===== src/source/circular_dma_pkg.sv =====
// Shared widths, register map, command fields, status bits and FSM states of the circular DMA
`default_nettype none

package circular_dma_pkg;

	// Data widths
	typedef logic [31:0] addr_t;
	typedef logic [31:0] word_t;
	typedef logic [63:0] beat_t;

	localparam int BEAT_BYTES = 8;

	// Burst sizing
	localparam int MAX_BURST = 16;
	localparam int BURST_BYTES = MAX_BURST * BEAT_BYTES;
	localparam int BEAT_CNT_WIDTH = $clog2(MAX_BURST + 1);

	// Data mover command word
	localparam int CMD_WIDTH = 72;
	typedef logic [CMD_WIDTH-1:0] cmd_t;

	localparam int CMD_BTT_LSB = 0;
	localparam int CMD_BTT_WIDTH = 23;
	localparam int CMD_TYPE_BIT = 23;
	localparam int CMD_EOF_BIT = 30;
	localparam int CMD_ADDR_LSB = 32;
	localparam int CMD_TAG_LSB = 64;
	localparam int CMD_TAG_WIDTH = 4;

	// Register word addresses
	typedef logic [3:0] reg_addr_t;

	localparam reg_addr_t REG_CTRL = 4'd0;
	localparam reg_addr_t REG_STATUS = 4'd1;
	localparam reg_addr_t REG_IRQ = 4'd2;
	localparam reg_addr_t REG_IRQ_EN = 4'd3;
	localparam reg_addr_t REG_MEM_BASE = 4'd4;
	localparam reg_addr_t REG_MEM_SIZE = 4'd5;
	localparam reg_addr_t REG_BYTES_WRITTEN = 4'd6;
	localparam reg_addr_t REG_LAST_MSG_END = 4'd7;

	// Control word bits
	localparam int CTRL_ENABLE_BIT = 0;
	localparam int CTRL_SRST_BIT = 1;

	// Interrupt vector
	localparam int IRQ_WIDTH = 2;
	typedef logic [IRQ_WIDTH-1:0] irq_t;

	localparam int IRQ_MSG = 0;
	localparam int IRQ_ERR = 1;

	// OK bit of the mover status byte
	localparam int STS_OKAY_BIT = 7;

	// Status flags as seen in REG_STATUS
	localparam int NUM_STATUS_FLAGS = 4;
	localparam int STAT_BUSY = 0;
	localparam int STAT_ERROR = 1;
	localparam int STAT_WRAPPED = 2;
	localparam int STAT_ENABLED = 3;
	localparam int STAT_FIFO_EMPTY = 4;

	typedef enum logic [1:0] {
		ST_IDLE,
		ST_CMD,
		ST_DATA,
		ST_STS
	} dma_state_t;

endpackage

`default_nettype wire


===== src/source/circular_dma_regs.sv =====
// Register file of the circular DMA: strobe port, control, ring setup and interrupt pending bits
`timescale 1ns/1ns
`default_nettype none

module circular_dma_regs (
	input  logic clk,
	input  logic rst_n,

	// Host register port
	input  logic reg_wr,
	input  logic reg_rd,
	input  circular_dma_pkg::reg_addr_t reg_addr,
	input  circular_dma_pkg::word_t reg_wdata,
	output logic rd_valid,
	output circular_dma_pkg::word_t rd_data,

	// Progress from the sequencer and top level
	input  logic fifo_empty,
	input  circular_dma_pkg::irq_t irq_set,
	input  logic [circular_dma_pkg::NUM_STATUS_FLAGS-1:0] status_flags,
	input  circular_dma_pkg::word_t bytes_written,
	input  circular_dma_pkg::word_t last_msg_end,

	// Configuration out
	output logic enable,
	output logic srst,
	output circular_dma_pkg::irq_t irq_clear,
	output circular_dma_pkg::irq_t irq_enable,
	output circular_dma_pkg::addr_t mem_base,
	output circular_dma_pkg::word_t mem_size,
	output circular_dma_pkg::irq_t irq_pending
);
	import circular_dma_pkg::*;

	word_t rd_mux;

	// Write-1-to-clear pulse, only during the write cycle
	always_comb begin
		irq_clear = '0;
		if (reg_wr && reg_addr == REG_IRQ) begin
			irq_clear = reg_wdata[IRQ_WIDTH-1:0];
		end
	end

	always_ff @(posedge clk) begin
		if (!rst_n) begin
			enable <= 1'b0;
			srst <= 1'b0;
			irq_enable <= '0;
			mem_base <= '0;
			mem_size <= '0;
			irq_pending <= '0;
			rd_valid <= 1'b0;
		end else begin
			rd_valid <= reg_rd;

			// irq_set comes in already masked by the enables, and wins over a clear
			irq_pending <= (irq_pending & ~irq_clear) | irq_set;

			if (reg_wr) begin
				case (reg_addr)
					REG_CTRL: begin
						enable <= reg_wdata[CTRL_ENABLE_BIT];
						srst <= reg_wdata[CTRL_SRST_BIT];
					end
					REG_IRQ_EN: irq_enable <= reg_wdata[IRQ_WIDTH-1:0];
					REG_MEM_BASE: mem_base <= reg_wdata;
					REG_MEM_SIZE: mem_size <= reg_wdata;
					default: ;
				endcase
			end
		end
	end

	// Read select, unmapped words read as zero
	always_comb begin
		rd_mux = '0;
		case (reg_addr)
			REG_CTRL: begin
				rd_mux[CTRL_ENABLE_BIT] = enable;
				rd_mux[CTRL_SRST_BIT] = srst;
			end
			REG_STATUS: begin
				rd_mux[NUM_STATUS_FLAGS-1:0] = status_flags;
				rd_mux[STAT_FIFO_EMPTY] = fifo_empty;
			end
			REG_IRQ: rd_mux[IRQ_WIDTH-1:0] = irq_pending;
			REG_IRQ_EN: rd_mux[IRQ_WIDTH-1:0] = irq_enable;
			REG_MEM_BASE: rd_mux = mem_base;
			REG_MEM_SIZE: rd_mux = mem_size;
			REG_BYTES_WRITTEN: rd_mux = bytes_written;
			REG_LAST_MSG_END: rd_mux = last_msg_end;
			default: rd_mux = '0;
		endcase
	end

	// Data lands together with rd_valid
	always_ff @(posedge clk) begin
		if (!rst_n) begin
			rd_data <= '0;
		end else if (reg_rd) begin
			rd_data <= rd_mux;
		end
	end

endmodule

`default_nettype wire


===== src/source/circular_dma_fsm.sv =====
// Burst sequencer of the circular DMA: command issue, beat forwarding, status and ring pointers
`timescale 1ns/1ns
`default_nettype none

module circular_dma_fsm (
	input  logic clk,
	input  logic rst_n,

	// Configuration
	input  logic enable,
	input  circular_dma_pkg::irq_t irq_enable,
	input  circular_dma_pkg::addr_t mem_base,
	input  circular_dma_pkg::word_t mem_size,

	// Input stream
	input  circular_dma_pkg::beat_t s_axis_tdata,
	input  logic s_axis_tlast,
	input  logic s_axis_tvalid,
	output logic s_axis_tready,

	// Stream towards the data mover
	output circular_dma_pkg::beat_t m_axis_tdata,
	output logic m_axis_tlast,
	output logic m_axis_tvalid,
	input  logic m_axis_tready,

	// Mover command and status
	output circular_dma_pkg::cmd_t cmd_tdata,
	output logic cmd_tvalid,
	input  logic cmd_tready,
	input  logic [7:0] sts_tdata,
	input  logic sts_tvalid,
	output logic sts_tready,

	// Progress towards the register file
	output circular_dma_pkg::irq_t irq_set,
	output logic [circular_dma_pkg::NUM_STATUS_FLAGS-1:0] status_flags,
	output circular_dma_pkg::word_t bytes_written,
	output circular_dma_pkg::word_t last_msg_end
);
	import circular_dma_pkg::*;

	dma_state_t state;
	logic [BEAT_CNT_WIDTH-1:0] beat_cnt;
	logic [CMD_TAG_WIDTH-1:0] tag;
	logic tlast_seen;
	word_t offset;
	logic error_flag;
	logic wrapped_flag;
	logic enable_seen;

	logic in_data;
	logic cmd_hs;
	logic beat_hs;
	logic sts_hs;
	logic sts_error;
	word_t burst_bytes;
	word_t offset_sum;
	word_t offset_next;
	logic wrap;

	assign in_data = (state == ST_DATA);

	// Beats pass straight through, only while a burst is open
	assign m_axis_tdata = s_axis_tdata;
	assign m_axis_tvalid = in_data && s_axis_tvalid;
	assign s_axis_tready = in_data && m_axis_tready;
	assign m_axis_tlast = in_data &&
		(s_axis_tlast || beat_cnt == BEAT_CNT_WIDTH'(MAX_BURST - 1));

	assign cmd_tvalid = (state == ST_CMD);
	assign sts_tready = (state == ST_STS);

	assign cmd_hs = cmd_tvalid && cmd_tready;
	assign beat_hs = m_axis_tvalid && m_axis_tready;
	assign sts_hs = sts_tvalid && sts_tready;
	assign sts_error = !sts_tdata[STS_OKAY_BIT];

	// Command for the burst at the current ring position
	always_comb begin
		cmd_tdata = '0;
		cmd_tdata[CMD_BTT_LSB +: CMD_BTT_WIDTH] = CMD_BTT_WIDTH'(BURST_BYTES);
		cmd_tdata[CMD_TYPE_BIT] = 1'b1;
		cmd_tdata[CMD_EOF_BIT] = 1'b1;
		cmd_tdata[CMD_ADDR_LSB +: $bits(addr_t)] = mem_base + offset;
		cmd_tdata[CMD_TAG_LSB +: CMD_TAG_WIDTH] = tag;
	end

	// Ring advance by the bytes actually forwarded
	always_comb begin
		burst_bytes = word_t'(beat_cnt) * word_t'(BEAT_BYTES);
		offset_sum = offset + burst_bytes;
		wrap = (mem_size != '0) && (offset_sum >= mem_size);
		offset_next = wrap ? offset_sum - mem_size : offset_sum;
	end

	// Pulses on the status edge, so the pending bits move with the pointers
	always_comb begin
		irq_set = '0;
		irq_set[IRQ_MSG] = sts_hs && tlast_seen && irq_enable[IRQ_MSG];
		irq_set[IRQ_ERR] = sts_hs && sts_error && irq_enable[IRQ_ERR];
	end

	always_comb begin
		status_flags = '0;
		status_flags[STAT_BUSY] = (state != ST_IDLE);
		status_flags[STAT_ERROR] = error_flag;
		status_flags[STAT_WRAPPED] = wrapped_flag;
		status_flags[STAT_ENABLED] = enable_seen;
	end

	always_ff @(posedge clk) begin
		if (!rst_n) begin
			state <= ST_IDLE;
			beat_cnt <= '0;
			tag <= '0;
			tlast_seen <= 1'b0;
			offset <= '0;
			bytes_written <= '0;
			last_msg_end <= '0;
			error_flag <= 1'b0;
			wrapped_flag <= 1'b0;
			enable_seen <= 1'b0;
		end else begin
			if (enable) begin
				enable_seen <= 1'b1;
			end

			case (state)
				ST_IDLE: begin
					if (enable && s_axis_tvalid) begin
						state <= ST_CMD;
					end
				end
				ST_CMD: begin
					if (cmd_hs) begin
						state <= ST_DATA;
						tag <= tag + 1'b1;
						beat_cnt <= '0;
						tlast_seen <= 1'b0;
					end
				end
				ST_DATA: begin
					if (beat_hs) begin
						beat_cnt <= beat_cnt + 1'b1;
						if (s_axis_tlast) begin
							tlast_seen <= 1'b1;
						end
						if (m_axis_tlast) begin
							state <= ST_STS;
						end
					end
				end
				ST_STS: begin
					if (sts_hs) begin
						state <= ST_IDLE;
						bytes_written <= bytes_written + burst_bytes;
						offset <= offset_next;
						if (wrap) begin
							wrapped_flag <= 1'b1;
						end
						// Message boundary is where the next one will start
						if (tlast_seen) begin
							last_msg_end <= offset_next;
						end
						if (sts_error) begin
							error_flag <= 1'b1;
						end
					end
				end
				default: state <= ST_IDLE;
			endcase
		end
	end

endmodule

`default_nettype wire


===== src/source/circular_dma.sv =====
// Circular DMA top level: register file, burst sequencer, fifo-empty flag, mover reset and irq
`timescale 1ns/1ns
`default_nettype none

module circular_dma (
	input  logic clk,
	input  logic rst_n,
	input  circular_dma_pkg::word_t fifo_occupancy,
	output logic irq,
	output logic dm_rst_n,

	// Host register port
	input  logic reg_wr,
	input  logic reg_rd,
	input  circular_dma_pkg::reg_addr_t reg_addr,
	input  circular_dma_pkg::word_t reg_wdata,
	output logic rd_valid,
	output circular_dma_pkg::word_t rd_data,

	// Input stream
	input  circular_dma_pkg::beat_t s_axis_tdata,
	input  logic s_axis_tlast,
	input  logic s_axis_tvalid,
	output logic s_axis_tready,

	// Data mover side
	output circular_dma_pkg::beat_t m_axis_tdata,
	output logic m_axis_tlast,
	output logic m_axis_tvalid,
	input  logic m_axis_tready,
	output circular_dma_pkg::cmd_t cmd_tdata,
	output logic cmd_tvalid,
	input  logic cmd_tready,
	input  logic [7:0] sts_tdata,
	input  logic sts_tvalid,
	output logic sts_tready
);
	import circular_dma_pkg::*;

	logic enable;
	logic srst;
	logic fifo_empty;
	irq_t irq_enable;
	irq_t irq_set;
	irq_t irq_pending;
	addr_t mem_base;
	word_t mem_size;
	word_t bytes_written;
	word_t last_msg_end;
	logic [NUM_STATUS_FLAGS-1:0] status_flags;

	// Pending bits are cleared inside the register file itself
	circular_dma_regs regs_i (
		.*,
		.irq_clear()
	);

	// Sequencer and mover share the combined reset
	circular_dma_fsm fsm_i (
		.*,
		.rst_n(dm_rst_n)
	);

	always_ff @(posedge clk) begin
		if (!rst_n) begin
			fifo_empty <= 1'b0;
		end else begin
			fifo_empty <= (fifo_occupancy == '0);
		end
	end

	assign dm_rst_n = rst_n & ~srst;
	assign irq = |irq_pending;

endmodule

`default_nettype wire


===== config.mk =====
export PLATFORM = sky130hd
export DESIGN_NAME = circular_dma
export DESIGN_NICKNAME = d
export VERILOG_FILES = /design/src/source/circular_dma_pkg.sv /design/src/source/circular_dma_regs.sv /design/src/source/circular_dma_fsm.sv /design/src/source/circular_dma.sv
export SDC_FILE = /design/constraint.sdc
export NUM_CORES = 1
export LEC_CHECK = 0
export BUFFER_PORTS_ARGS = -buffer_cell sky130_fd_sc_hd__clkbuf_2
export CAP_MARGIN = 5
export CORE_AREA = 2 2 224 138
export DETAILED_ROUTE_END_ITERATION = 10
export DIE_AREA = 0 0 226 140
export GPL_TIMING_DRIVEN = 1
export PLACE_DENSITY = 0.77
export SYNTH_ARGS = -nofsm -noshare
export SYNTH_HDL_FRONTEND = slang
export SYNTH_HIERARCHICAL = 1
export SYNTH_SLANG_ARGS = --single-unit

===== constraint.sdc =====
create_clock -name clk -period 3.95 [get_ports clk]
set_input_delay 0.395 -clock clk [delete_from_list [all_inputs] [get_ports clk]]
set_output_delay 0.395 -clock clk [all_outputs]
set_load 0.05 [all_outputs]

Word level (Yosys, flattened, before mapping)
Index checks and enable logic that the tools add are counted.
- equal/unequal tests: 17
- reductions and logical operators: 34
- bitwise gates (word level): 6
- $lt $le $gt $ge: 1
- add/sub/neg operators: 6
- mux-type cells: 18
- operators by type and width (operator ; count):
    case mux 27 bit (4 select lines) ; 1
    adder 32 x 8 -> 32 bit ; 2
    adder 32 bit ; 1
    greater-or-equal comparator 32 bit ; 1
    zero test 32 bit ; 1
    two-way mux 32 bit ; 1
    nonzero test 32 bit ; 1
    subtractor 32 bit ; 1
    == test 4 x 3 -> 1 bit, second input constant ; 4
    case mux 2 bit (8 select lines) ; 1
    case mux 3 bit (5 select lines) ; 1
    logical AND 1 bit ; 13
    two-way mux 2 bit ; 6
    AND reduction 2 bit ; 6
    AND reduction 3 bit ; 4
    two-way mux 5 bit ; 2
    inequality test 2 bit, second input constant ; 5
    case mux 5 bit (2 select lines) ; 1
    == test 4 x 2 -> 1 bit, second input constant ; 2
    case mux 2 bit (4 select lines) ; 1
    adder 5 x 1 -> 5 bit, second input constant ; 1
    == test 5 x 4 -> 1 bit, second input constant ; 1
    AND reduction 5 bit ; 1
    adder 4 x 1 -> 4 bit, second input constant ; 1
    other kinds (18) ; 23
- input port bits: 149
- output and inout bits: 176
- bits in registers: 215
- logic and storage cells: 101

Longest topological paths before layout
- depth in word-level cells: 6
- mapped depth: 22
- gate-level depth less buffers: 20

Hierarchy
Netlist, hierarchy kept.
- by module, submodules not included (module ; seq. area each (µm²) ; area each (µm²) ; cells an instance ; instances):
    circular_dma_fsm ; 2162.1 ; 9639.2 ; 1262 ; 1
    circular_dma_regs ; 2062.0 ; 4864.7 ; 513 ; 1
    circular_dma ; 20.0 ; 117.6 ; 15 ; 1

Worst setup path after synthesis
OpenSTA, ideal clock, no wires.
- kind: reg-to-reg
- start: reg fsm_i.beat_cnt[0]
- end: reg fsm_i.offset[9]
- setup time: 0.128 ns
- buffers on the path: 3
- clock period less this slack: 4.226 ns
- required time: 3.822 ns
- setup slack: -0.276 ns
- stages on the path, launching flop included: 22
- data arrival time: 4.098 ns
- cells stage by stage: dfxtp_1 > ha_1 > fa_1 > a211o_1 > a21oi_1 > nor3_1 > nand2_1 > nor2_1 > xor2_1 > ha_1 > clkbuf_1 > and2_1 > and3_1 > o211a_1 > or3_1 > and4bb_1 > buf_2 > buf_2 > nand2_1 > o31ai_1 > a22oi_1 > nor2_1
- word-level cells in the longest chain between the ends: 4
- elaborated cells on any way between the ends: 5
- classes of those cells: add/sub (2); order compare (1); mux (1); reduce/logical (1)
- RTL lines (item ; RTL line ; RTL):
    start: declaration ; circular_dma_fsm.sv:44 ; logic [BEAT_CNT_WIDTH-1:0] beat_cnt;
    start signal: assignment ; circular_dma_fsm.sv:145 ; beat_cnt <= beat_cnt + 1'b1;
    adder 32 x 8 -> 32 bit (*) ; circular_dma_fsm.sv:92 ; offset_sum = offset + burst_bytes;
    greater-or-equal comparator 32 bit ; circular_dma_fsm.sv:93 ; wrap = (mem_size != '0) && (offset_sum >= mem_size);
    logical AND 1 bit ; circular_dma_fsm.sv:93 ;
    two-way mux 32 bit (*) ; circular_dma_fsm.sv:94 ; offset_next = wrap ? offset_sum - mem_size : offset_sum;
    end signal: assignment ; circular_dma_fsm.sv:158 ; offset <= offset_next;
    end: declaration ; circular_dma_fsm.sv:47 ; word_t offset;
Every way passes the cells marked *; elsewhere a longest branch is shown, timed or not.
A chain may end at the register's enable or synchronous reset.

Worst setup path after layout
- start: reg fsm_i.offset[3]
- end: reg fsm_i.last_msg_end[1]
- word-level cells in the longest chain between the ends: 4
- RTL lines (item ; RTL line ; RTL):
    adder 32 x 8 -> 32 bit ; circular_dma_fsm.sv:92 ;
    greater-or-equal comparator 32 bit ; circular_dma_fsm.sv:93 ;
    logical AND 1 bit ; circular_dma_fsm.sv:93 ;
    two-way mux 32 bit ; circular_dma_fsm.sv:94 ;
    end signal: assignment ; circular_dma_fsm.sv:164 ; last_msg_end <= offset_next;
    end: declaration ; circular_dma_fsm.sv:39 ; output circular_dma_pkg::word_t last_msg_end
No other way between the ends.

==> impl_metrics.tcl <==
set metrics [dict create \
    max-cap-violations 0 \
    routed_wl_microns 54200 \
    worst-setup-path-type "flop to flop" \
    nets 2270 \
    switching_power_mw 1.71 \
    final_cell_mix "nand2_1, buf_4, dfxtp_1, clkbuf_2, a21oi_1" \
    rsz0062_at_grt "true" \
    seq_area_sq_um 4270 \
    dieArea_sq_um 31600 \
    yosysTopAreaCellShare 0.290 \
    multiInputGateArea_sq_um 10100 \
    die_w_microns 226 \
    gr-total-overflow 0 \
    ant_nets 0 \
    io_pins 325 \
    clkSinkCount 212 \
    drc 0 \
    cts-root-buf "clkbuf_16" \
    cp.required_ns 4.35 \
    antenna_found_initial 0 \
    status "complete, but fails checks" \
    cts_buffers 23 \
    tightestPinTransition_ns 1.23 \
    share_seq_of_total_power 0.385 \
    fin_skew_ns 0.00929 \
    peakVddDrop_uv 302 \
    period_share 1.13 \
    setup_viol 65 \
    grt_pass1_vias 13800 \
    core_region_area_sq_um 29500 \
    cp-end-kind "flop" \
    worstPathArrival_ns 4.85 \
    grt_usage 0.330 \
    synth_edf_count 0 \
    drive_above_1_share 0.312 \
    pwr-share-clk 0.402 \
    crit_path_start "fsm_i/offset[3]$_SDFFE_PN0P_" \
    swShare 0.303 \
    avgSynthCellArea_sq_um 8.17 \
    finalSetupTns_ns -21.36 \
    synth_area_leaders "dfxtp_1, ha_1, nand2_1, buf_4, a21oi_1" \
    drt_iter0_drc 1671 \
    gp_congestion 0.978 \
    syn_to_final_growth_pct 27.4 \
    fillers 2358 \
    grt_first_pass_wirelength_microns 80300 \
    yosysUniqueCellTypes 84 \
    initial_core_util 0.496 \
    p_int_mw 3.94 \
    maxSlewViolCount 0 \
    yosysTopAreaCell "dfxtp_1" \
    syn_area_sq_um 14600 \
    async_flop_share 0 \
    vias 14700 \
    syn_inst 1790 \
    die_h_microns 140 \
    tritoncts "yes" \
    numPortBuffers 153 \
    path_max_fanout 5 \
    ys_seq_area_frac 0.290 \
    finalCriticalPeriod_ns 4.45 \
    hpwlAfterDp_microns 39500 \
    drt_pass1_iterations 9 \
    rows 49 \
    clk_pin_slew_ns 0.06 \
    routedWlPerCell_microns 22.0 \
    relSlewSlack 0.178 \
    vias_per_cell 5.98 \
    finalHoldViolations 0 \
    p_per_area_nw_per_um2 303 \
    fmax_mhz 225 \
    clk_latency_ns 0.54 \
    htreeDepth 1 \
    worstHoldStart "reg_wdata[3]" \
    setup_ws_ns -0.498 \
    yosys_warnings 6 \
    synth-main-ff-cell "dfxtp_1" \
    holdCritPathClass "input pin to flop" \
    violations "setup timing" \
    worst_r2r_startpoint "fsm_i/offset[3]$_SDFFE_PN0P_" \
    grt_max_degree 105 \
    power_mw 5.65 \
    leakage_nw 7.91 \
    fin_hold_ws_ns 0.0896 \
    final_common_cell "nand2_1" \
    num_antenna_cells 0 \
    cts_buffer_depth 3 \
    pwr-share-comb 0.212 \
    cp-start-kind "flop" \
    synth_seq_cells 212 \
]
## synthesized netlist by cell type, types with 29 or more instances
library cell and count:
nor2b_1 74, nand3_1 35, a21oi_1 129, xnor2_1 65
buf_4 114, nand2_1 247, o21ai_0 86, xor2_1 33
a211oi_1 30, a21o_1 29, clkbuf_1 56, a21boi_0 57
inv_1 69, dfxtp_1 212, ha_1 81, nor2_1 95
## routing by layer
| metal | track usage | vias up | part of all wire |
|---|---|---|---|
| met5 | 0 | - | 0 |
| met2 | 0.433 | 1023 | 0.39 |
| met4 | 0.0613 | 0 | 0.018 |
| li1 | - | 6632 | - |
| met1 | 0.480 | 6972 | 0.43 |
| met3 | 0.162 | 95 | 0.17 |
## worst max-delay path, stage by stage, from the launching register on
cell      delay, ns
dfxtp_4        0.36
ha_4           0.16
fa_2           0.36
a211o_1        0.34
a21oi_2        0.21
nor3_4         0.09
nand2_1        0.12
nor2_2         0.05
xor2_1         0.21
ha_1           0.33
a211oi_2       0.26
o21bai_1       0.14
o211a_1        0.24
or3_1          0.35
and4bb_4       0.28
buf_6          0.15
o211ai_1       0.51
a21boi_1       0.14
## final cells by class
type | instances | area share
sequential | 212 | 0.229
timing repair buffer | 378 | 0.145
tap | 408 | 0.0274
multi-input combinational | 1352 | 0.543
inverter | 69 | 0.0142
clock inverter | 13 | 0.00799
clock buffer | 29 | 0.0343
## sequential cells by signal, indices dropped and copies added (netlist names), 2 cells and up
name	count
regs_i/mem_size	32
fsm_i/last_msg_end	32
fsm_i/state	2
regs_i/mem_base	32
fsm_i/beat_cnt	5
regs_i/irq_enable	2
regs_i/rd_data	32
fsm_i/bytes_written	29
fsm_i/offset	32
regs_i/irq_pending	2
fsm_i/tag	4
## metrics by stage
step / cell area [sq um] / worst slack, ns / util / std cells
global placement: 16300 / -0.456 / 0.553 / 2375
finish: 18600 / -0.498 / 0.632 / 2461
CTS: 18200 / -0.292 / 0.618 / 2447
detailed placement: 16300 / -0.532 / 0.553 / 2375
floorplan: 14800 / -0.0652 / - / 1827
global route: 18600 / -0.539 / 0.632 / 2461
## path summary, 6_finish.rpt
path                                                      endpoint  slack (ns)  cells past startpoint
worst min register to register      regs_i/rd_data[1]$_SDFFE_PN0P_        0.48                      1
worst max register to register  fsm_i/last_msg_end[1]$_SDFFE_PN0P_       -0.50                     17
worst min-delay path               regs_i/mem_size[3]$_SDFFE_PN0P_        0.09                      3
worst max-delay path            fsm_i/last_msg_end[1]$_SDFFE_PN0P_       -0.50                     17
## kinds of logic (layout without fill, tap and decap cells)
kind of cell | after synthesis | in the layout | share of synthesized area
buf+inv | 263 | 489 | 0.101
other cells | 2 | 39 | 0.000514
fa+ha+maj | 85 | 85 | 0.0748
compound gates | 464 | 464 | 0.207
mux | 57 | 57 | 0.0651
flops | 212 | 212 | 0.290
simple gates | 609 | 609 | 0.203
xor+xnor | 98 | 98 | 0.0587
## what timing repair did
action	in CTS	in global routing
pin swaps	66	58
gates cloned	4	0
hold buffers	0	0
buffers inserted	28	19
gates resized for setup	178	87
endpoints found under the setup margin	77	75
## power by group through the flow
stage | clock network, mW | registers, mW | logic [mW]
finish | 2.27 | 2.18 | 1.20
global route | 2.34 | 2.18 | 1.24
CTS | 2.26 | 2.17 | 1.13
detailed placement | 0 | 2.22 | 0.839
global placement | 0 | 2.22 | 0.831
floorplan | 0 | 2.22 | 0.735
(Power assumes the default switching activity.)
